<file path="config.mk">
export PLATFORM = sky130hd
export DESIGN_NAME = pixel_write_queue
export DESIGN_NICKNAME = d
export VERILOG_FILES = /design/src/verilog/led_panel_pkg.sv /design/src/verilog/pixel_write_queue.sv
export VERILOG_INCLUDE_DIRS = /design/src /design/src/include
export SDC_FILE = /design/constraint.sdc
export NUM_CORES = 1
export LEC_CHECK = 0
export ABC_CLOCK_PERIOD_IN_PS = 4600
export BUFFER_PORTS_ARGS = -buffer_cell sky130_fd_sc_hd__clkbuf_2
export CAP_MARGIN = 20
export CORE_UTILIZATION = 45
export CTS_CLUSTER_SIZE = 25
export DETAILED_ROUTE_END_ITERATION = 12
export GPL_TIMING_DRIVEN = 0
export HOLD_SLACK_MARGIN = 0.1
export SETUP_SLACK_MARGIN = 0.5
export SLEW_MARGIN = 20
export SYNTH_ARGS = -nofsm -noshare
export SYNTH_HDL_FRONTEND = slang
export SYNTH_SLANG_ARGS = --single-unit
</file>
<file path="constraint.sdc">
create_clock -name clk -period 4.6 [get_ports clk]
set_input_delay 0.92 -clock clk [delete_from_list [all_inputs] [get_ports clk]]
set_output_delay 0.92 -clock clk [all_outputs]
set_load 0.02 [all_outputs]
</file>
<file path="src/include/led_panel_macros.svh">
`ifndef LED_PANEL_MACROS_SVH
`define LED_PANEL_MACROS_SVH

// panel geometry, one half of the panel
`define COL_BITS        6
`define ROW_BITS        5

// pseudo-PWM subframes
`define SUBFRAME_BITS   8
`define STEAL_BITS      4      // steal when these low bits are all ones
`define LAST_SUBFRAME   8'd254 // wrap one early, 255 subframes per frame

// idle cycles after the 64 columns of a row
`define ROW_GAP         2'd2

// host write queue, also the credits held after reset
`define QUEUE_DEPTH     4'd8
`define QUEUE_PTR_BITS  3

// FM6126 configuration words and their latched clock counts
`define FM_REG1         16'h7FFF
`define FM_REG2         16'h0040
`define FM_LATCH1       6'd11
`define FM_LATCH2       6'd12

`endif
</file>
<file path="src/verilog/led_panel_pkg.sv">
`include "led_panel_macros.svh"

package led_panel_pkg;

    typedef struct packed {
        logic [4:0] red;
        logic [5:0] green;
        logic [4:0] blue;
    } rgb565_t;

    // one pixel write from the host
    typedef struct packed {
        logic                 valid;
        logic                 half;   // 0 selects the upper half
        logic [`ROW_BITS-1:0] row;
        logic [`COL_BITS-1:0] column;
        rgb565_t              pixel;
    } pixel_write_t;

    // where the scan is right now
    typedef struct packed {
        logic [`SUBFRAME_BITS-1:0] subframe;
        logic [`ROW_BITS-1:0]      row;
        logic [`COL_BITS-1:0]      column;
        logic                      steal;  // subframe handed to the writes
        logic                      shift;  // low in the row gap
    } scan_pos_t;

    // colour and address pins of the panel connector
    typedef struct packed {
        logic [2:0]           rgb_upper;
        logic [2:0]           rgb_lower;
        logic [`ROW_BITS-1:0] addr;
    } panel_out_t;

endpackage

</file>
<file path="src/verilog/pixel_write_queue.sv">
`timescale 1ns/1ps
`include "led_panel_macros.svh"

module pixel_write_queue (
    input  logic                        clk,
    input  logic                        pll_locked,
    input  led_panel_pkg::pixel_write_t pix_wr,
    input  logic                        steal,
    output led_panel_pkg::pixel_write_t wr,
    output logic                        credit_return
);

    led_panel_pkg::pixel_write_t entries [0:(1 << `QUEUE_PTR_BITS) - 1];

    logic [`QUEUE_PTR_BITS-1:0] wr_ptr;
    logic [`QUEUE_PTR_BITS-1:0] rd_ptr;
    logic [`QUEUE_PTR_BITS:0]   count;
    logic                       push;
    logic                       pop;

    // host spends a credit per write, so a full queue means a broken host
    assign push = pix_wr.valid && (count != `QUEUE_DEPTH);
    assign pop  = steal && (count != '0);

    // head entry goes straight to the frame buffer, written on this edge
    always_comb begin
        wr       = entries[rd_ptr];
        wr.valid = pop;
    end

    always_ff @(posedge clk) begin
        if (push) begin
            entries[wr_ptr] <= pix_wr;
        end
    end

    always_ff @(posedge clk or negedge pll_locked) begin
        if (!pll_locked) begin
            wr_ptr        <= '0;
            rd_ptr        <= '0;
            count         <= '0;
            credit_return <= 1'b0;
        end else begin
            credit_return <= pop;   // one credit back the cycle after a pop
            if (push) begin
                wr_ptr <= wr_ptr + 1'b1;
            end
            if (pop) begin
                rd_ptr <= rd_ptr + 1'b1;
            end
            case ({push, pop})
                2'b10:   count <= count + 1'b1;
                2'b01:   count <= count - 1'b1;
                default: count <= count;
            endcase
        end
    end

endmodule

</file>
==> flow_summary.json <==
{
  "status": "finished clean",
  "antenna_cells": 0,
  "crit_slowest_cell": "clkbuf_1",
  "cp-start-kind": "flop",
  "synth_mux_area_share_pct": 17.8,
  "antenna_found_initial": 0,
  "post-route-min-period_ns": 3.50,
  "ys_top_cells_by_count": "edfxtp_1, mux4_2, mux2_2",
  "synth_area_leaders": "edfxtp_1, mux4_2, mux2_2",
  "cp_data_required_time_ns": 3.68,
  "initialDrtViolationCount": 217,
  "floorplan.initialDensity_pct": 46.3,
  "yosysSeqAreaShare_pct": 77.3,
  "arrival_ns": 2.58,
  "p_per_area_mw_per_mm2": 665,
  "grt_pass1_wl_um": 25200,
  "synth-edff-count": 224,
  "ys_ff_latch": 235,
  "num_rows": 51,
  "die_w_um": 144,
  "p_leak_nw": 3.63,
  "clock_path_buffers": 3,
  "r2r_slack_ns": 1.50,
  "cts_setup_buffers": 0,
  "track_usage_pct": 17.1,
  "cts_root_buffer": "clkbuf_16",
  "drive_gt1_share_pct": 43.3,
  "post_cts_resized": 0,
  "fmax_mhz": 286,
  "crit_chain": "buf_2 > clkbuf_1 > mux4_2 > mux2_2 > clkbuf_2",
  "fin_crit_sh_pct": 76.1,
  "wire_per_inst_um": 21.6,
  "synth_simple_gate_area_share_pct": 1.56,
  "overflow": 0,
  "crit_fanout": 10,
  "ant_nets": 0,
  "place_area_mm2": 0.00998,
  "cts_tree": "yes",
  "path_clk_slew_ns": 0.06,
  "areaGrowthSynthToFinish_pct": 19.8,
  "skew_ns": 0.00671,
  "cp-end-kind": "output port",
  "synth_cell_types": 29,
  "numCtsBuffers": 25,
  "reg2reg_depth": 7,
  "die_y_um": 144,
  "cts_hold_buf": 0,
  "hold_violations": 0,
  "fin_nets": 530,
  "rr_startpoint": "count[0]",
  "worst_slew_pin_slew_ns": 0.894,
  "rsz0062_at_grt": "false",
  "clk_latency_ns": 0.51,
  "setup_viol": 0,
  "final.fill_count": 1529,
  "num_io_pins": 62,
  "relSlewSlack_pct": 39.6,
  "async_flop_share_pct": 4.68,
  "synth_xor_area_share_pct": 0.580,
  "placedCellCount": 730,
  "place_congestion": 0.698,
  "yosysWarnings": 0,
  "viasPerCell": 5.32,
  "synth_compound_area_share_pct": 0.566,
  "yosysTopAreaCell": "edfxtp_1",
  "yosysMostFrequentCell": "edfxtp_1",
  "reg2reg_to": "count[3]",
  "syn_nets": 428,
  "synth_fa_ha_area_share_pct": 0.911,
  "hold_path_class": "in2async",
  "ir_worst_vdd_mv": 0.310,
  "syn_inst": 390,
  "synth_area_mm2": 0.00906,
  "drc": 0,
  "cts.sinks": 235,
  "grt_pass1_vias": 4397,
  "slowest_delay_ns": 0.52,
  "port_buffers": 61,
  "via_count": 4126,
  "coreArea_mm2": 0.0196,
  "grt_max_degree": 19,
  "routed_wl_um": 16700,
  "drv_slew": 0,
  "syn_area_per_cell_um2": 23.2,
  "synth_top_family_by_area": "multiplexers",
  "multi_input_area_mm2": 0.00199,
  "seqCellArea_mm2": 0.00700,
  "synth-main-ff-cell": "edfxtp_1",
  "finalNonFillerCells": 775,
  "yosysTopAreaCellShare_pct": 74.2,
  "path_class": "reg2out",
  "stdcell_area_mm2": 0.0109,
  "drt_first_pass_iters": 4,
  "htree_levels": 1,
  "hpwl_um": 10700,
  "dieArea_mm2": 0.0207,
  "max-cap-violations": 0
}
cells by family (layout without fill, tap and decap cells):
kind of cell | Yosys count | count (layout)
AOI/OAI and AO/OA | 7 | 7
DFF | 235 | 235
buffers and inverters | 22 | 142
and+or+nand+nor | 27 | 27
adders and majority gates | 6 | 6
xor gates and xnor gates | 6 | 6
muxes | 87 | 87
per-stage QoR:
step	setup TNS, ns	hold WS, ns	power [mW]	setup WS, ns	util (%)
2_1_floorplan	0	0.486	4.44	1.16	-
3_3_place_gp	-60.83	0.500	5.08	-1.10	49.5
3_5_place_dp	0	0.515	5.22	1.52	51.0
4_1_cts	0	0.289	7.33	1.01	55.4
5_1_grt	0	0.305	7.57	0.936	55.4
6_report	0	0.291	7.22	1.10	55.4
cell type report:
type                       instances  area share (%)
buffer                            17           0.968
clock buffer                      29            5.90
clock inverter                    16            2.17
inverter                           5           0.173
multi-input combinational        133            18.3
sequential                       235            64.5
tap                              265            3.05
timing repair buffer              75            4.92
sequential cells by signal (all words and copies together), names as in the netlist:
name and count:
rd_ptr 3, credit_return 1, wr_ptr 3, count 4
entries 224
layer usage:
metal  GRT usage [%]  vias to the layer above  share of wire, %
met4            5.10                        0               2.0
li1                -                     1845                 -
met5               0                        -                 0
met3            3.37                       27               4.9
met2            29.5                      100                52
met1            21.8                     2154                41
worst max path at each step:
stage / start / end / slack [ns] / cells past startpoint
2_1_floorplan: pix_wr[28] / entries[0][0] / 1.16 / 2
3_3_place_gp: pix_wr[28] / entries[1][11] / -1.10 / 3
3_5_place_dp: count[0] / count[3] / 1.52 / 7
4_1_cts: rd_ptr[1] / wr[27] / 1.01 / 5
5_1_grt: rd_ptr[1] / wr[26] / 0.94 / 5
6_report: rd_ptr[1] / wr[26] / 1.10 / 5
cell usage in the layout (no fill, tap or decap), types with 6 or more instances in the layout:
master / instances
clkinv_2: 7
edfxtp_1: 224
dfrtp_1: 11
clkbuf_16: 25
nand2_1: 7
bufinv_16: 6
buf_2: 6
mux2_2: 30
clkbuf_2: 61
nor2_4: 6
buf_6: 9
mux4_2: 56
clkbuf_1: 10
critical path, delay by kind of cell (launching register included):
family                 cells  cell delay, ns
buffers and inverters      3            0.99
flip-flops                 1            0.39
multiplexers               2            0.70
where the power goes:
part | internal, mW | switching, mW | total (mW)
clock | 1.33 | 0.775 | 2.11
combinational | 1.06 | 1.25 | 2.30
sequential | 2.70 | 0.110 | 2.81
total | 5.09 | 2.13 | 7.22
(Power assumes the default switching activity.)
