==> config.mk <==
export PLATFORM = sky130hd
export DESIGN_NAME = scan_timer
export DESIGN_NICKNAME = d
export VERILOG_FILES = /design/src/verilog/led_panel_pkg.sv /design/src/verilog/scan_timer.sv
export VERILOG_INCLUDE_DIRS = /design/src /design/src/include
export SDC_FILE = /design/constraint.sdc
export NUM_CORES = 1
export LEC_CHECK = 0
export BUFFER_PORTS_ARGS = -buffer_cell sky130_fd_sc_hd__buf_2
export CELL_PAD_IN_SITES_DETAIL_PLACEMENT = 0
export CELL_PAD_IN_SITES_GLOBAL_PLACEMENT = 1
export CORE_MARGIN = 1
export CORE_UTILIZATION = 41
export CTS_CLUSTER_DIAMETER = 200
export CTS_CLUSTER_SIZE = 14
export DETAILED_ROUTE_END_ITERATION = 12
export GPL_ROUTABILITY_DRIVEN = 0
export PLACE_DENSITY_LB_ADDON = 0.3
export SYNTH_ARGS = -nofsm -noshare
export SYNTH_HDL_FRONTEND = slang
export SYNTH_SLANG_ARGS = --single-unit
==> constraint.sdc <==
create_clock -name clk -period 2 [get_ports clk]
set_clock_uncertainty 0.05 [all_clocks]
set_input_delay 0.5 -clock clk [delete_from_list [all_inputs] [get_ports clk]]
set_output_delay 0.5 -clock clk [all_outputs]
set_load 0.02 [all_outputs]
==> src/include/led_panel_macros.svh <==
`ifndef LED_PANEL_MACROS_SVH
`define LED_PANEL_MACROS_SVH

// panel geometry, one half of the panel
`define COL_BITS        6
`define ROW_BITS        5

// pseudo-PWM subframes
`define SUBFRAME_BITS   8
`define STEAL_BITS      4      // steal when these low bits are all ones
`define LAST_SUBFRAME   8'd254 // wrap one early, 255 subframes per frame

// idle cycles after the 64 columns of a row
`define ROW_GAP         2'd2

// host write queue, also the credits held after reset
`define QUEUE_DEPTH     4'd8
`define QUEUE_PTR_BITS  3

// FM6126 configuration words and their latched clock counts
`define FM_REG1         16'h7FFF
`define FM_REG2         16'h0040
`define FM_LATCH1       6'd11
`define FM_LATCH2       6'd12

`endif
==> src/verilog/led_panel_pkg.sv <==
`include "led_panel_macros.svh"

package led_panel_pkg;

    typedef struct packed {
        logic [4:0] red;
        logic [5:0] green;
        logic [4:0] blue;
    } rgb565_t;

    // one pixel write from the host
    typedef struct packed {
        logic                 valid;
        logic                 half;   // 0 selects the upper half
        logic [`ROW_BITS-1:0] row;
        logic [`COL_BITS-1:0] column;
        rgb565_t              pixel;
    } pixel_write_t;

    // where the scan is right now
    typedef struct packed {
        logic [`SUBFRAME_BITS-1:0] subframe;
        logic [`ROW_BITS-1:0]      row;
        logic [`COL_BITS-1:0]      column;
        logic                      steal;  // subframe handed to the writes
        logic                      shift;  // low in the row gap
    } scan_pos_t;

    // colour and address pins of the panel connector
    typedef struct packed {
        logic [2:0]           rgb_upper;
        logic [2:0]           rgb_lower;
        logic [`ROW_BITS-1:0] addr;
    } panel_out_t;

endpackage

==> src/verilog/scan_timer.sv <==
`timescale 1ns/1ps
`include "led_panel_macros.svh"

module scan_timer (
    input  logic                     clk,
    input  logic                     pll_locked,
    input  logic                     ready,
    output led_panel_pkg::scan_pos_t scan_pos
);

    logic [`COL_BITS-1:0]      column;
    logic [`ROW_BITS-1:0]      row;
    logic [`SUBFRAME_BITS-1:0] subframe;
    logic [1:0]                gap_cnt;   // idle cycles left, 0 while shifting

    // held at zero until the driver has finished the FM6126 init
    always_ff @(posedge clk or negedge pll_locked) begin
        if (!pll_locked) begin
            column   <= '0;
            row      <= '0;
            subframe <= '0;
            gap_cnt  <= 2'd0;
        end else if (ready) begin
            if (gap_cnt == 2'd0) begin
                column <= column + 1'b1;
                if (column == '1) begin
                    gap_cnt <= `ROW_GAP;   // row shifted, give the driver its gap
                end
            end else begin
                gap_cnt <= gap_cnt - 1'b1;
                if (gap_cnt == 2'd1) begin
                    row <= row + 1'b1;
                    if (row == '1) begin
                        // early wrap so a frame is 255 subframes
                        if (subframe == `LAST_SUBFRAME) begin
                            subframe <= '0;
                        end else begin
                            subframe <= subframe + 1'b1;
                        end
                    end
                end
            end
        end
    end

    assign scan_pos.subframe = subframe;
    assign scan_pos.row      = row;
    assign scan_pos.column   = column;
    assign scan_pos.steal    = &subframe[`STEAL_BITS-1:0]; // every 16th subframe
    assign scan_pos.shift    = (gap_cnt == 2'd0);

endmodule

==> reports/metrics.yaml <==
outcome:
  status: "complete, no violations"
finish:
  drive_above_1_share: 0.263
  multiInputGateArea_sq_um: 591
  num-nets-final: 149
  mostFrequentLayoutCells: "buf_2 (23), dfrtp_1 (19), nand3_1 (10)"
  n_fill_cell: 261
  syn_to_final_growth_pct: 13.9
  final_common_cell: "buf_2"
  seq_area_sq_um: 528
  insertedDiodeCount: 0
power_and_ir_drop:
  pwr_density_cell_nw_per_um2: 1070
  comb_power_share: 0.398
  max-vdd-ir-drop_uv: 721
  p_int_mw: 0.847
  power.switching_mw: 0.589
  clkPwrFrac: 0.146
  leakagePower_nw: 0.647
  swShare: 0.410
  seq_power_share: 0.456
logic_synthesis:
  synth.avg_cell_area_sq_um: 10.5
  synthCells: 112
  ys_seq_area_frac: 0.446
  syn_area_sq_um: 1180
  yosysUniqueCellTypes: 35
  synth.net_count: 123
  ys.warnings.count: 0
  ys_ff_latch: 21
critical_path:
  crit_arrival_ps: 1340
  cp_cell_sequence: "inv_1 > ha_1 > buf_2"
  cpMaxStageDelayCell: "dfrtp_1"
  crit_family: "flip-flops"
  reg2reg_from: "row[0]"
  end_kind: "output pin"
  critPathKind: "flop to output pin"
  worstPathMaxFanout: 8
  crit_end: "scan_pos[0]"
  cp_num_buf_inv: 2
  rr_worst_depth: 6
  worstSetupPathDepth: 3
  startpoint: "gap_cnt[1]"
  cp-start-kind: "flop"
  max_stage_delay_ps: 410
  reg2reg_slack_ps: 200
  reg2reg_to: "subframe[3]"
  cp.required_ps: 1450
floorplanning:
  die_area_sq_um: 3090
  initial_core_util: 0.431
  rows: 19
  pin_count: 24
  core_sq_um: 2730
  die_y_microns: 55.6
  die_w_microns: 55.6
timing:
  rsz0062_at_grt: "false"
  fin_setup_tns_ps: 0
  whs_ps: 79.7
  fmax_ghz: 0.528
  final.period_utilization: 0.947
  relSlewSlack: 0.674
  tightestPinTransition_ps: 489
  setup_viol_count_final: 0
  layout_min_cycle_time_ps: 1890
  finalHoldViolCount: 0
  slew_viol_final: 0
placed_design:
  place.port_buffers: 23
  hpwl_mm: 1.66
cts:
  cts_buffers: 3
  clk_pin_slew_ps: 130
  htree_levels: 1
  hold_buffers: 0
  cts_max_path_buffers: 2
  clkSinkCount: 21
  cts-root-buf: "clkbuf_4"
  ctsResizeCount: 0
  cts_setup_buffers: 0
  cts_tree: "done"
  clock_latency_ps: 310
run:
  drv_cap: 0
detailed_routing:
  drt-initial-drc-count: 21
  wirelength_mm: 2.27
  drtAntennaViolNets: 0
  drt_first_pass_iters: 4
  post_drt_wl_per_cell_microns: 13.5
  vias_per_cell: 5.49
  drc_errors: 0
  num_vias: 922
global_routing:
  grt_pass1_vias: 873
  grt_pass1_wl_mm: 4.00
  overflow: 0
  grt_antenna_before_repair: 0
  track_usage: 0.162
  grt_max_degree: 22
min_path:
  hp-class: "input port to async pin"
layout make-up:
type                       instances  area share
sequential                        21       0.394
multi-input combinational         79       0.440
tap                               31      0.0289
clock buffer                       3      0.0168
timing repair buffer              24      0.0914
inverter                           9      0.0252
clock inverter                     1     0.00373
synthesized netlist by cell type:
cell type / number / share of area
o41ai_1: 1 / 0.0074
o311ai_1: 1 / 0.0074
o41ai_2: 1 / 0.014
nand4b_4: 1 / 0.020
and3b_1: 1 / 0.0074
o21ai_0: 4 / 0.017
nor2_1: 2 / 0.0064
and2_1: 1 / 0.0053
and3_1: 1 / 0.0053
or2_0: 1 / 0.0053
nand4_1: 4 / 0.021
ha_1: 8 / 0.085
nand2_1: 8 / 0.026
buf_6: 2 / 0.019
and2b_1: 1 / 0.0064
or3_1: 1 / 0.0053
nor3_1: 4 / 0.017
xor2_1: 3 / 0.022
a2bb2oi_1: 2 / 0.015
inv_1: 9 / 0.029
nand2_2: 1 / 0.0053
nor2b_1: 1 / 0.0053
and4_1: 1 / 0.0074
mux2_1: 2 / 0.019
buf_2: 1 / 0.0042
o31ai_1: 3 / 0.019
a31oi_1: 1 / 0.0053
mux2_2: 1 / 0.0096
o211ai_1: 4 / 0.026
dfrtp_1: 21 / 0.45
a21oi_1: 2 / 0.0085
xnor2_1: 5 / 0.037
or4_1: 2 / 0.013
nand3_1: 10 / 0.043
nand4_2: 1 / 0.011
routing by layer:
metal	share of wire	track usage	up-vias
met5	0	0	-
met4	0.0075	0.0750	0
met3	0.029	0.0209	2
met2	0.47	0.246	18
met1	0.49	0.230	446
li1	-	-	456
kinds of logic (layout without fill, tap and decap cells):
family	count (synthesis)	after routing	synth area share
AO/OA/AOI/OAI	19	19	0.119
XOR/XNOR	8	8	0.0595
adder cells (fa/ha/maj)	8	8	0.0850
buffers and inverters	12	37	0.0521
flip-flops	21	21	0.446
multiplexers	3	3	0.0287
AND/OR/NAND/NOR	41	41	0.209
worst min-delay path by stage:
stage               start     endpoint  slack, ps
4_1_cts        pll_locked  subframe[5]         90
6_report       pll_locked  subframe[5]         80
3_5_place_dp       row[3]       row[3]        430
2_1_floorplan  pll_locked    column[0]        150
3_3_place_gp       row[3]       row[3]        430
5_1_grt        pll_locked  subframe[5]        110
flip-flops by register name, summed over array words and instances, names as in the netlist:
signal / flops
column: 6
gap_cnt: 2
row: 5
subframe: 8
worst register-to-register path, delay by kind of cell, from the launching register on:
family        cells  cell delay (ps)
fa+ha+maj         2              380
flops             1              420
simple gates      4              910
metrics by stage:
step           utilization  total power [mW]  instance area [sq um]  worst slack (ps)  cells
6_report             0.491              1.44                   1340               106    168
5_1_grt              0.491              1.56                   1340              11.4    168
4_1_cts              0.490              1.46                   1340              38.2    168
3_5_place_dp         0.480              1.24                   1310               214    164
3_3_place_gp         0.480              1.22                   1310               256    164
2_1_floorplan            -              1.06                   1180               152    112
power by group through the flow:
stage	clock network (mW)	logic, mW	registers (mW)
floorplan	0	0.309	0.755
global placement	0	0.564	0.657
detailed placement	0	0.583	0.659
CTS	0.222	0.580	0.655
global route	0.232	0.644	0.679
finish	0.209	0.571	0.655
No activity file was read; power rests on OpenSTA's default activity.
