### src/include/led_panel_macros.svh
`ifndef LED_PANEL_MACROS_SVH
`define LED_PANEL_MACROS_SVH

// panel geometry, one half of the panel
`define COL_BITS        6
`define ROW_BITS        5

// pseudo-PWM subframes
`define SUBFRAME_BITS   8
`define STEAL_BITS      4      // steal when these low bits are all ones
`define LAST_SUBFRAME   8'd254 // wrap one early, 255 subframes per frame

// idle cycles after the 64 columns of a row
`define ROW_GAP         2'd2

// host write queue, also the credits held after reset
`define QUEUE_DEPTH     4'd8
`define QUEUE_PTR_BITS  3

// FM6126 configuration words and their latched clock counts
`define FM_REG1         16'h7FFF
`define FM_REG2         16'h0040
`define FM_LATCH1       6'd11
`define FM_LATCH2       6'd12

`endif
### src/verilog/led_panel_pkg.sv
`include "led_panel_macros.svh"

package led_panel_pkg;

    typedef struct packed {
        logic [4:0] red;
        logic [5:0] green;
        logic [4:0] blue;
    } rgb565_t;

    // one pixel write from the host
    typedef struct packed {
        logic                 valid;
        logic                 half;   // 0 selects the upper half
        logic [`ROW_BITS-1:0] row;
        logic [`COL_BITS-1:0] column;
        rgb565_t              pixel;
    } pixel_write_t;

    // where the scan is right now
    typedef struct packed {
        logic [`SUBFRAME_BITS-1:0] subframe;
        logic [`ROW_BITS-1:0]      row;
        logic [`COL_BITS-1:0]      column;
        logic                      steal;  // subframe handed to the writes
        logic                      shift;  // low in the row gap
    } scan_pos_t;

    // colour and address pins of the panel connector
    typedef struct packed {
        logic [2:0]           rgb_upper;
        logic [2:0]           rgb_lower;
        logic [`ROW_BITS-1:0] addr;
    } panel_out_t;

endpackage

### src/verilog/panel_driver.sv
`timescale 1ns/1ps
`include "led_panel_macros.svh"

module panel_driver (
    input  logic                      clk,
    input  logic                      pll_locked,
    input  logic [2:0]                rgb_upper,
    input  logic [2:0]                rgb_lower,
    input  led_panel_pkg::scan_pos_t  scan_pos,
    output logic                      ready,
    output led_panel_pkg::panel_out_t panel,
    output logic                      blank,
    output logic                      latch,
    output logic                      sclk
);

    localparam logic [3:0] S_START   = 4'd0;
    localparam logic [3:0] S_R1      = 4'd1;
    localparam logic [3:0] S_R1E     = 4'd2;
    localparam logic [3:0] S_R2      = 4'd3;
    localparam logic [3:0] S_R2E     = 4'd4;
    localparam logic [3:0] S_SDELAY  = 4'd5;
    localparam logic [3:0] S_SHIFT0  = 4'd6;
    localparam logic [3:0] S_SHIFT   = 4'd7;
    localparam logic [3:0] S_SHIFTN  = 4'd8;
    localparam logic [3:0] S_BLANK   = 4'd9;
    localparam logic [3:0] S_UNBLANK = 4'd10;

    logic [3:0]           state;
    logic [15:0]          init_reg;    // FM6126 word, rotated MSB first
    logic [`COL_BITS-1:0] init_cnt;    // clock within the 64 of a register
    logic [`COL_BITS-1:0] latch_len;
    logic [`ROW_BITS-1:0] row_hold;    // row just shifted in

    // scan counter runs from the startup cycle on
    assign ready     = (state >= S_SDELAY);
    assign latch_len = (state == S_R1) ? `FM_LATCH1 : `FM_LATCH2;

    always_ff @(posedge clk or negedge pll_locked) begin
        if (!pll_locked) begin
            state    <= S_START;
            init_reg <= `FM_REG1;
            init_cnt <= '0;
            row_hold <= '0;
            panel    <= '0;
            blank    <= 1'b1;
            latch    <= 1'b0;
            sclk     <= 1'b0;
        end else begin
            case (state)
                S_START: begin
                    blank    <= 1'b1;   // dark until the first row latches
                    init_reg <= `FM_REG1;
                    init_cnt <= '0;
                    state    <= S_R1;
                end
                S_R1, S_R2: begin
                    panel.rgb_upper <= {3{init_reg[15]}};
                    panel.rgb_lower <= {3{init_reg[15]}};
                    init_reg        <= {init_reg[14:0], init_reg[15]};
                    latch           <= (~init_cnt < latch_len); // last n clocks
                    sclk            <= 1'b1;
                    init_cnt        <= init_cnt + 1'b1;
                    if (init_cnt == '1) begin
                        state <= (state == S_R1) ? S_R1E : S_R2E;
                    end
                end
                S_R1E: begin
                    panel.rgb_upper <= 3'b000;
                    panel.rgb_lower <= 3'b000;
                    latch           <= 1'b0;
                    sclk            <= 1'b0;
                    init_reg        <= `FM_REG2;
                    state           <= S_R2;
                end
                S_R2E: begin
                    panel.rgb_upper <= 3'b000;
                    panel.rgb_lower <= 3'b000;
                    latch           <= 1'b0;
                    sclk            <= 1'b0;
                    state           <= S_SDELAY;
                end
                S_SDELAY: begin
                    state <= S_SHIFT0;  // first column read is in flight
                end
                S_SHIFT0: begin
                    panel.rgb_upper <= rgb_upper;
                    panel.rgb_lower <= rgb_lower;
                    sclk            <= 1'b1;
                    blank           <= 1'b0;
                    state           <= S_SHIFT;
                end
                S_SHIFT: begin
                    panel.rgb_upper <= rgb_upper;
                    panel.rgb_lower <= rgb_lower;
                    sclk            <= 1'b1;
                    // scan is one column ahead of the pwm data
                    if (scan_pos.column == '1) begin
                        state <= S_SHIFTN;
                    end
                end
                S_SHIFTN: begin
                    panel.rgb_upper <= rgb_upper;
                    panel.rgb_lower <= rgb_lower;
                    sclk            <= 1'b1;
                    state           <= S_BLANK;
                end
                S_BLANK: begin
                    sclk     <= 1'b0;
                    blank    <= 1'b1;
                    latch    <= 1'b1;
                    row_hold <= scan_pos.row;   // still in the gap of this row
                    state    <= S_UNBLANK;
                end
                S_UNBLANK: begin
                    latch      <= 1'b0;
                    panel.addr <= row_hold;     // show the row just latched
                    state      <= S_SHIFT0;
                end
                default: begin
                    state <= S_START;
                end
            endcase
        end
    end

endmodule

### config.mk
export PLATFORM = sky130hd
export DESIGN_NAME = panel_driver
export DESIGN_NICKNAME = d
export VERILOG_FILES = /design/src/verilog/led_panel_pkg.sv /design/src/verilog/panel_driver.sv
export VERILOG_INCLUDE_DIRS = /design/src /design/src/include
export SDC_FILE = /design/constraint.sdc
export NUM_CORES = 1
export LEC_CHECK = 0
export ABC_AREA = 1
export BUFFER_PORTS_ARGS = -buffer_cell sky130_fd_sc_hd__buf_2
export CAP_MARGIN = 20
export CORE_UTILIZATION = 58
export CTS_CLUSTER_DIAMETER = 200
export CTS_CLUSTER_SIZE = 20
export DETAILED_ROUTE_END_ITERATION = 8
export HOLD_SLACK_MARGIN = 0.05
export PLACE_DENSITY = 0.84
export SYNTH_ARGS = -nofsm -noshare
export SYNTH_HDL_FRONTEND = slang
export SYNTH_SLANG_ARGS = --single-unit
### constraint.sdc
create_clock -name clk -period 2.8 [get_ports clk]
set_input_delay 0.14 -clock clk [delete_from_list [all_inputs] [get_ports clk]]
set_output_delay 0.14 -clock clk [all_outputs]
set_load 0.02 [all_outputs]
==> impl_metrics.ini <==
[power_and_ir_drop]
pwr_density_cell_nw_per_um2 = 1080
peakVddDrop_uv = 615
p_leak_nw = 1.22

[sta]
slew_violations = 0
final.period_utilization_pct = 70.3
setup_viol = 0
tightestPinTransition_ns = 0.952
timing.fmax_mhz = 508
max-slew-margin-rel_pct = 36.6
hold_viol = 0
clock_skew_ns = 0.00288
setup_ws_ns = 0.831
tns_ns = 0
rsz0062_at_grt = no
finalCriticalPeriod_ns = 1.97

[clock_tree]
clkTransAtPathRegs_ns = 0.12
cts_resized = 0
htreeDepth = 2
cts_root_buf = clkbuf_4
clk_path_buf_depth = 2
cts_sinks = 45
cts_made_buffers = 5
cts_tree = yes
clk_latency_ns = 0.35

[global_route]
antenna_found_initial = 0
track_usage_pct = 22.8
grt-ovfl-total = 0
grt_pass1_vias = 1462
grt_pass1_wl_mm = 6.15
grt_max_degree = 46

[yosys]
synth_seq_cells = 45
synthCells = 241
synth_adder_area_share_pct = 1.21
post_synth.cell_area_avg_sq_um = 8.56
synth_nets = 272
yosysWarnings = 0
synth_compound_area_share_pct = 12.3
synth_seq_area_share_pct = 55.6
syn_area_sq_um = 2060
synth_top_family_by_area = simple AND/OR/NAND/NOR gates
synth_xor_area_share_pct = 0.425
synth_cell_types = 29
muxShareOfSynthArea_pct = 1.09
yosys.area_share.simple_pct = 24.1

[drt]
dr.first_iter.drc_count = 105
ant_nets = 0
vias = 1685
wl_per_cell_um = 11.9
dr.pass1.iters = 4
drc = 0
vias_per_cell = 5.12
routed_wl_mm = 3.93

[run_status]
status = finished, final reports clean

[floorplanning]
io_pins = 44
initial_core_util_pct = 61.3
fp.dieArea_sq_um = 3800
fp.dieH_um = 61.6
die_x_um = 61.6
num_rows = 21
core_area_sq_um = 3360

[finish]
antenna_cells = 0
layout_common_cells = nand2_1, buf_2, o21ai_0
fill_cells = 286
fin_util_pct = 70.6
finalNetCount = 313
final_common_cell = nand2_1
layout-drive-gt1-share_pct = 24.4
syn_to_final_growth_pct = 15.2
largest_reg_flops = 16

[worst_setup_path]
path_class = flop to flop
crit_chain = inv_1 > nor2_1 > nand2_1 > ha_1 > o21ai_0 > nand2_1 > nand2_1 > nand2_1 > nor2_1 > nor2_1 > nor2_1
path_max_fanout = 15
crit_family = simple AND/OR/NAND/NOR gates
cp.required_ns = 3.09
slowest_delay_ns = 0.49
critical_path_arrival_ns = 2.26
critPathLaunchType = flop
cp_num_buf_inv = 1
crit_slowest_cell = dfrtp_1
critPathCaptureType = flop

[run]
drv_cap = 0

[placed_design]
hpwl_mm = 2.60
port_buffers = 33
place_ws_ns = 0.878
routabilityCongestion = 0.802

[hold_path]
holdCritPathClass = input pin to flop
==> where the power goes <==
group          leakage (nW)  total, mW  switching, mW  internal (mW)
Combinational         0.655       1.10          0.721          0.382
Sequential            0.535       1.17          0.164           1.01
Clock                0.0265      0.298          0.198          0.100
Total                  1.22       2.58           1.08           1.49
==> tightest hold or removal path: stages <==
cell and delay [ns]:
buf_2 0.08, nand2_1 0.04, nand2_1 0.05, nand2_1 0.04, nand2_1 0.04
==> kinds of logic after synthesis <==
kind of cell	count (synthesis)
mux	2
simple gates	115
xor+xnor	1
fa+ha+maj	2
compound gates	48
flops	45
buf+inv	28
==> final timing paths <==
kind	endpoint	startpoint	slack, ns	depth (start not counted)
max	latch	state[0]	0.83	11
min	panel[5]	rgb_lower[0]	0.07	5
max reg2reg	latch	state[0]	0.83	11
min reg2reg	init_reg[7]	init_reg[7]	0.48	2
max in group asynchronous	init_reg[15]	pll_locked	1.76	2
min in group asynchronous	init_cnt[3]	pll_locked	0.46	2
==> final cells by class <==
class                           instances  area [sq um]  area share (%)
Clock buffer                            8          48.8            2.05
Inverter                               22          82.6            3.48
Sequential cell                        45          1150            48.3
Multi-Input combinational cell        168           807            34.0
Timing Repair Buffer                   40           233            9.80
Tap cell                               46          57.6            2.42
==> what timing repair did <==
item,in CTS,in global routing
buffers inserted,0,0
hold buffers,6,0
hold endpoints to repair,34,0
==> synthesized netlist by cell type <==
| library cell | instances | area [sq um] |
|---|---|---|
| ha_1 | 2 | 25.0 |
| nand2_2 | 3 | 18.8 |
| dfrtp_1 | 29 | 726 |
| nor2_2 | 3 | 18.8 |
| o32ai_1 | 1 | 8.76 |
| o21ai_1 | 1 | 5.00 |
| mux2_2 | 1 | 11.3 |
| nand4_1 | 3 | 18.8 |
| o21bai_1 | 1 | 7.51 |
| nand3_4 | 1 | 17.5 |
| nand2_1 | 84 | 315 |
| inv_2 | 4 | 15.0 |
| nand3_1 | 3 | 15.0 |
| buf_2 | 3 | 15.0 |
| a31oi_1 | 1 | 6.26 |
| nor3_1 | 1 | 5.00 |
| inv_1 | 18 | 67.6 |
| o22ai_1 | 3 | 18.8 |
| nor3b_1 | 1 | 7.51 |
| nor3_4 | 1 | 16.3 |
| dfstp_2 | 16 | 420 |
| nor2_4 | 1 | 11.3 |
| o211ai_1 | 1 | 7.51 |
| a21oi_1 | 9 | 45.0 |
| o21ai_0 | 31 | 155 |
| mux2_1 | 1 | 11.3 |
| clkbuf_1 | 3 | 11.3 |
| nor2_1 | 14 | 52.6 |
| xor2_1 | 1 | 8.76 |
==> metal layers <==
layer	GRT usage (%)	wire, um
met1	29.4	1880
met2	35.3	1840
met3	6.09	115
met4	12.1	99
met5	0	0
==> metrics by stage <==
| stage | std cells | power [mW] | hold slack, ns | instance area (sq um) |
|---|---|---|---|---|
| after floorplan | 241 | 1.99 | -0.156 | 2060 |
| after global placement | 315 | 2.23 | 0.341 | 2270 |
| after detailed placement | 315 | 2.28 | 0.340 | 2270 |
| after CTS | 329 | 2.59 | 0.0613 | 2370 |
| after global routing | 329 | 2.82 | 0.0910 | 2370 |
| final | 329 | 2.58 | 0.0705 | 2370 |
Power figures use the tool's default switching activity.
