--- config.mk ---
export PLATFORM = sky130hd
export DESIGN_NAME = subframe_pwm
export DESIGN_NICKNAME = d
export VERILOG_FILES = /design/src/verilog/led_panel_pkg.sv /design/src/verilog/subframe_pwm.sv
export VERILOG_INCLUDE_DIRS = /design/src /design/src/include
export SDC_FILE = /design/constraint.sdc
export NUM_CORES = 1
export LEC_CHECK = 0
export BUFFER_PORTS_ARGS = -buffer_cell sky130_fd_sc_hd__buf_2
export CAP_MARGIN = 10
export CORE_MARGIN = 5
export CORE_UTILIZATION = 45
export DETAILED_ROUTE_END_ITERATION = 10
export PLACE_DENSITY = 0.95
export SETUP_SLACK_MARGIN = 0.02
export SLEW_MARGIN = 20
export SYNTH_ARGS = -nofsm -noshare
export SYNTH_HDL_FRONTEND = slang
export SYNTH_SLANG_ARGS = --single-unit
--- constraint.sdc ---
create_clock -name vclk -period 3.5
set_clock_uncertainty 0.2 [all_clocks]
set_input_delay 0.175 -clock vclk [all_inputs]
set_output_delay 0.175 -clock vclk [all_outputs]
set_load 0.03 [all_outputs]
--- src/include/led_panel_macros.svh ---
`ifndef LED_PANEL_MACROS_SVH
`define LED_PANEL_MACROS_SVH

// panel geometry, one half of the panel
`define COL_BITS        6
`define ROW_BITS        5

// pseudo-PWM subframes
`define SUBFRAME_BITS   8
`define STEAL_BITS      4      // steal when these low bits are all ones
`define LAST_SUBFRAME   8'd254 // wrap one early, 255 subframes per frame

// idle cycles after the 64 columns of a row
`define ROW_GAP         2'd2

// host write queue, also the credits held after reset
`define QUEUE_DEPTH     4'd8
`define QUEUE_PTR_BITS  3

// FM6126 configuration words and their latched clock counts
`define FM_REG1         16'h7FFF
`define FM_REG2         16'h0040
`define FM_LATCH1       6'd11
`define FM_LATCH2       6'd12

`endif
--- src/verilog/led_panel_pkg.sv ---
`include "led_panel_macros.svh"

package led_panel_pkg;

    typedef struct packed {
        logic [4:0] red;
        logic [5:0] green;
        logic [4:0] blue;
    } rgb565_t;

    // one pixel write from the host
    typedef struct packed {
        logic                 valid;
        logic                 half;   // 0 selects the upper half
        logic [`ROW_BITS-1:0] row;
        logic [`COL_BITS-1:0] column;
        rgb565_t              pixel;
    } pixel_write_t;

    // where the scan is right now
    typedef struct packed {
        logic [`SUBFRAME_BITS-1:0] subframe;
        logic [`ROW_BITS-1:0]      row;
        logic [`COL_BITS-1:0]      column;
        logic                      steal;  // subframe handed to the writes
        logic                      shift;  // low in the row gap
    } scan_pos_t;

    // colour and address pins of the panel connector
    typedef struct packed {
        logic [2:0]           rgb_upper;
        logic [2:0]           rgb_lower;
        logic [`ROW_BITS-1:0] addr;
    } panel_out_t;

endpackage

--- src/verilog/subframe_pwm.sv ---
`timescale 1ns/1ps
`include "led_panel_macros.svh"

module subframe_pwm (
    input  led_panel_pkg::rgb565_t   pix_upper,
    input  led_panel_pkg::rgb565_t   pix_lower,
    input  led_panel_pkg::scan_pos_t scan_late,
    output logic [2:0]               rgb_upper,
    output logic [2:0]               rgb_lower
);

    logic [`SUBFRAME_BITS-1:0] cmp;

    // bit-reversed subframe spreads the on time, less visible flicker
    always_comb begin
        for (int i = 0; i < `SUBFRAME_BITS; i++) begin
            cmp[i] = scan_late.subframe[`SUBFRAME_BITS-1-i];
        end
    end

    // red, green, blue on bits 2, 1, 0
    function automatic logic [2:0] lit(input led_panel_pkg::rgb565_t pix,
                                       input logic [`SUBFRAME_BITS-1:0] level);
        lit[2] = {pix.red, 3'b000} > level;
        lit[1] = {pix.green, 2'b00} > level;
        lit[0] = {pix.blue, 3'b000} > level;
    endfunction

    assign rgb_upper = scan_late.steal ? 3'b000 : lit(pix_upper, cmp);
    assign rgb_lower = scan_late.steal ? 3'b000 : lit(pix_lower, cmp);

endmodule

==> out/metrics.cfg, run 1 <==
[cells_and_area]
diodes=0
nFlopsAndLatches=0
final_cell_mix=buf_2 (47), ha_1 (32), a21oi_1 (14)
seqCellArea_um2=0
postLayoutCoreUtil_pct=64.6
layout_commonest_cell=buf_2
area_growth_syn_to_layout_pct=35.5
drive_gt1_share_pct=43.0
fin_area_um2=973
clockBufferCount=0
finalNetCount=215

[die]
die_y_um=50.0
floorplan.core_area_mm2=0.00151
io-pin-count=59
die-area_mm2=0.00250
die_w_um=50.0
num_rows=14
initial_core_util_pct=47.7

[power_and_ir_drop]
powerDensity_mw_per_mm2=124
power_frac_seq_pct=0
sw_frac_of_total_pct=53.1
ir_worst_vdd_v=0.0000631
power.share.clock_pct=0
leakagePower_nw=0.572
comb_power_share_pct=100.0
p_total_mw=0.121
internal_power_mw=0.0567
switchingPower_mw=0.0641

[setup_path]
crit_top_cell=buf_2
critPathMaxFanout=6
critPathBufInv=3
cp_slowest_cell=ha_1
worstSetupPathType=primary input to output port
critPathArrivalTime_ns=1.52
cp_top_family=buffers and inverters
start_kind=primary input
cp.depth=7
path_cells=buf_2 -> inv_1 -> ha_1 -> and4_4 -> a31o_2 -> a21oi_1 -> buf_2
cp_data_required_time_ns=3.12
endpoint_kind=output port
critPathMaxStageDelay_ns=0.30

[grt]
grt_pass1_vias=833
grt_use_met1_pct=17.4
antenna_found_initial=0
use_met2_pct=31.6
overflow=0
top_usage_layer=met2
grt_pass1_wl_um=3280
grt.met3_usage_pct=1.81
grt_max_degree=7
grt_usage_pct=15.5

[detailed_routing]
drc=0
viasPerCell=5.72
first_iter_violations=11
wl_per_cell_um=14.0
wirelength_um=2020
drtPass1Iterations=4
antenna_left=0
vias=824

[placement]
gp_congestion=0.760
port_buffers=47
place_area_um2=973
dp_hpwl_um=1770

[min_path]
hold_depth=3
hp-class=primary input to output port

[synthesis]
synth_nets=166
syn-cell-area_um2=718
synth_compound_area_share_pct=28.2
synth-simple-area-share_pct=12.9
muxShareOfSynthArea_pct=0
synth_area_leader_cell=ha_1
synthAdderAreaFrac_pct=55.7
yosysUniqueCellTypes=14
synth_top_family_by_area=adder cells
seq_area_frac_synth_pct=0
syn_area_per_cell_um2=8.87
synth_xor_area_share_pct=0
ys_top_cells_by_area=ha_1 (56%), a21oi_1 (9.8%), a31o_2 (4.9%), a32oi_1 (4.9%), and4_4 (4.7%)
synthCells=81
ys_warn_count=0
synth_top_area_share_pct=55.7

[sta]
final-max-slew-violation-count=0
period_share_pct=54.2
hold_viol_final=0
fin_tns_setup_ns=0
max_freq_mhz=528
post-route-min-period_ns=1.90
grt_setup_unrepaired=no
worst_pin_slew_ns=0.344
slew_headroom_pct=76.9
finalSetupViolCount=0

[clock_tree]
cts_hold_buf=0
ctsResizeCount=0
post_cts_buffers=0

[flow_run]
drv_cap=0

[run_status]
run_status=complete, no violations

## final cells by class
cell class	count	area [um^2]
tap	16	20.0
multi-input combinational	75	696
timing repair buffer	47	235
fill	146	533
inverter	6	22.5
## through the flow
stage          hold WS [ns]  instances  setup WS [ns]
2_1_floorplan         0.264         81           1.50
3_3_place_gp          0.544        144           1.61
3_5_place_dp          0.547        144           1.61
4_1_cts               0.550        144           1.60
5_1_grt               0.579        144           1.51
6_report              0.554        144           1.60
## power by group through the flow
stage,clock [mW],combinational (mW),sequential [mW]
floorplan,0,0.0740,0
global placement,0,0.114,0
detailed placement,0,0.121,0
CTS,0,0.121,0
global route,0,0.136,0
finish,0,0.121,0
## cell families (layout without fill, tap and decap cells)
group           count (synthesis)  in the layout
compound gates                 30             30
fa+ha+maj                      32             32
buf+inv                         6             53
simple gates                   13             13
## path summary, 6_finish.rpt
kind              slack [ns]           from            to
setup / recovery        1.60  scan_late[13]  rgb_upper[0]
hold / removal          0.55   scan_late[1]  rgb_lower[1]
## cell usage after synthesis (all sizes together)
library cell and instances:
nand4 2, nand2 4, nor3 1, a211oi 2
a31o 4, a21oi 14, and4 4, inv 6
nor4 2, ha 32, a21o 4, a32oi 4
o22a 2
## metal layers
metal | wire (um) | share of wire [%]
met4 | 0 | 0
met5 | 0 | 0
met1 | 813 | 40
met2 | 1080 | 54
met3 | 123 | 6.1
Power figures use the tool's default switching activity.
==> run 2, diff against run 1 <==
ABC_AREA = 1   (was unset)
CORE_UTILIZATION = 46   (was 45)
clock period = 1.8 ns   (was 3.5 ns; I/O delays follow)
==> out/metrics.cfg, run 2 <==
[setup_path]
cp_data_required_time_ns=1.51  ; -1.61 ns
cp_top_family=buffers and inverters
path_cells=buf_2 -> inv_1 -> ha_1 -> nand2_1 -> nor2_1 -> nand2_1 -> nand2_1 -> nor2_2 -> buf_2
crit_top_cell=nand2_1
worstSetupPathType=primary input to output port
critPathBufInv=3  ; unchanged
endpoint_kind=output port
critPathMaxStageDelay_ns=0.30  ; about the same
start_kind=primary input
critPathArrivalTime_ns=1.26  ; -0.26 ns
critPathMaxFanout=6  ; unchanged
cp_slowest_cell=ha_1

[placement]
port_buffers=47  ; unchanged
post-place-ws_ns=0.237  ; -1.37 ns
place_area_mm2=0.00120  ; +23%
gp_congestion=0.652  ; -14%
dpl.cell_count=228  ; +58%
dp_hpwl_um=1890  ; +7.3%

[detailed_routing]
drc=0  ; unchanged
wl_per_cell_um=9.42  ; -33%
vias=1010  ; +23%
viasPerCell=4.43  ; -23%
antenna_left=0  ; unchanged
first_iter_violations=7  ; -4
wirelength_um=2150  ; +6.5%
drtPass1Iterations=4  ; unchanged

[cells_and_area]
final_cell_mix=nand2_1 (51), buf_2 (47), ha_1 (32)
seqCellArea_um2=0  ; unchanged
fin_cells=228  ; +58%
layout_commonest_cell=nand2_1
multiInputGateArea_um2=827  ; +19%
finalNetCount=288  ; +34%
nFlopsAndLatches=0  ; unchanged
diodes=0  ; unchanged
fill_cells=184  ; +26%
clockBufferCount=0  ; unchanged
area_growth_syn_to_layout_pct=29.0
drive_gt1_share_pct=34.3  ; -8.6 points
postLayoutCoreUtil_pct=61.7  ; -3.0 points
fin_area_mm2=0.00120  ; +23%

[synthesis]
syn-cell-area_um2=928  ; +29%
seq_area_frac_synth_pct=0  ; unchanged
ys_warn_count=0  ; unchanged
synthTopCellsByCount=nand2_1 (51), ha_1 (32), inv_1 (21), nor2_1 (20), a21oi_1 (8)
yosysUniqueCellTypes=10  ; -4
yosysMostFrequentCell=nand2_1
synth_area_leader_cell=ha_1
synth_top_area_share_pct=43.1  ; -13 points
ys_top_cells_by_area=ha_1 (43%), nand2_1 (21%), inv_1 (8.5%), nor2_1 (8.1%), a21oi_1 (4.3%)
syn_area_per_cell_um2=6.03  ; -32%
synthCells=154  ; +90%
synth_nets=239  ; +44%

[power_and_ir_drop]
comb_power_share_pct=100.0  ; about the same
switchingPower_mw=0.163  ; +150%
sw_frac_of_total_pct=58.5  ; +5.5 points
power.share.clock_pct=0  ; unchanged
p_total_mw=0.278  ; +130%
internal_power_mw=0.115  ; +100%
ir_worst_vdd_v=0.000114  ; +81%
power_frac_seq_pct=0  ; unchanged
leakagePower_nw=0.774  ; +35%
powerDensity_mw_per_mm2=232  ; +87%

[sta]
period_share_pct=86.1
hold_viol_final=0  ; unchanged
final-max-slew-violation-count=0  ; unchanged
setup_ws_ns=0.250  ; -1.35 ns
grt_setup_unrepaired=no
fin_tns_setup_ns=0  ; unchanged
worst_pin_slew_ns=0.254  ; -0.0897 ns
max_freq_mhz=645
slew_headroom_pct=83.0  ; +6.1 points
post-route-min-period_ns=1.55
finalSetupViolCount=0  ; unchanged
holdWs_ns=0.459  ; -0.0951 ns

[clock_tree]
post_cts_buffers=0  ; unchanged
ctsResizeCount=0  ; unchanged
cts_hold_buf=0  ; unchanged

[die]
initial_core_util_pct=47.8  ; +0.13 points
die-area_mm2=0.00302  ; +21%
die_w_um=54.9  ; +10%
die_y_um=54.9  ; +10%
num_rows=16  ; +2
floorplan.core_area_mm2=0.00194  ; +29%
io-pin-count=59  ; unchanged

[grt]
overflow=0  ; unchanged
antenna_found_initial=0  ; unchanged
grt_pass1_vias=928  ; +11%
grt_usage_pct=14.8  ; -0.66 points
grt_max_degree=7  ; unchanged
grt_pass1_wl_um=3440  ; +5.1%

[run_status]
run_status=complete, no violations

[flow_run]
drv_cap=0  ; unchanged

[min_path]
hp-class=primary input to output port

## run 2: power by group through the flow
stage	combinational, mW	sequential [mW]	clock (mW)
2_1_floorplan	0.191	0	0
3_3_place_gp	0.270	0	0
3_5_place_dp	0.280	0	0
4_1_cts	0.282	0	0
5_1_grt	0.323	0	0
6_report	0.278	0	0
## run 2: cells by family after synthesis
| logic type | share of synthesized area (%) |
|---|---|
| AND/OR/NAND/NOR | 41.6 |
| adder cells (fa/ha/maj) | 43.1 |
| buffers and inverters | 10.9 |
| AO/OA/AOI/OAI | 4.31 |
## run 2: tightest hold or removal path: stages
cell     delay [ns]
buf_2          0.07
inv_1          0.10
nand2_1        0.10
nor2_1         0.04
buf_2          0.16
## run 2: path summary, 6_finish.rpt
check | start | cells past startpoint | endpoint | slack [ns]
worst max-delay path | scan_late[13] | 9 | rgb_upper[0] | 0.25
worst min-delay path | scan_late[1] | 5 | rgb_upper[1] | 0.46
## run 2: layout make-up
cell class / instances / area share (%)
inverter: 27 / 8.46
multi-input combinational: 127 / 69.1
tap: 27 / 2.82
timing repair buffer: 47 / 19.6
## run 2: per-layer routing
layer	up-vias	routed length (um)	global-route usage (%)
met5	-	0	0
met4	0	0	0.405
met3	0	112	0.536
met2	26	1090	32.1
met1	406	947	16.2
li1	578	-	-
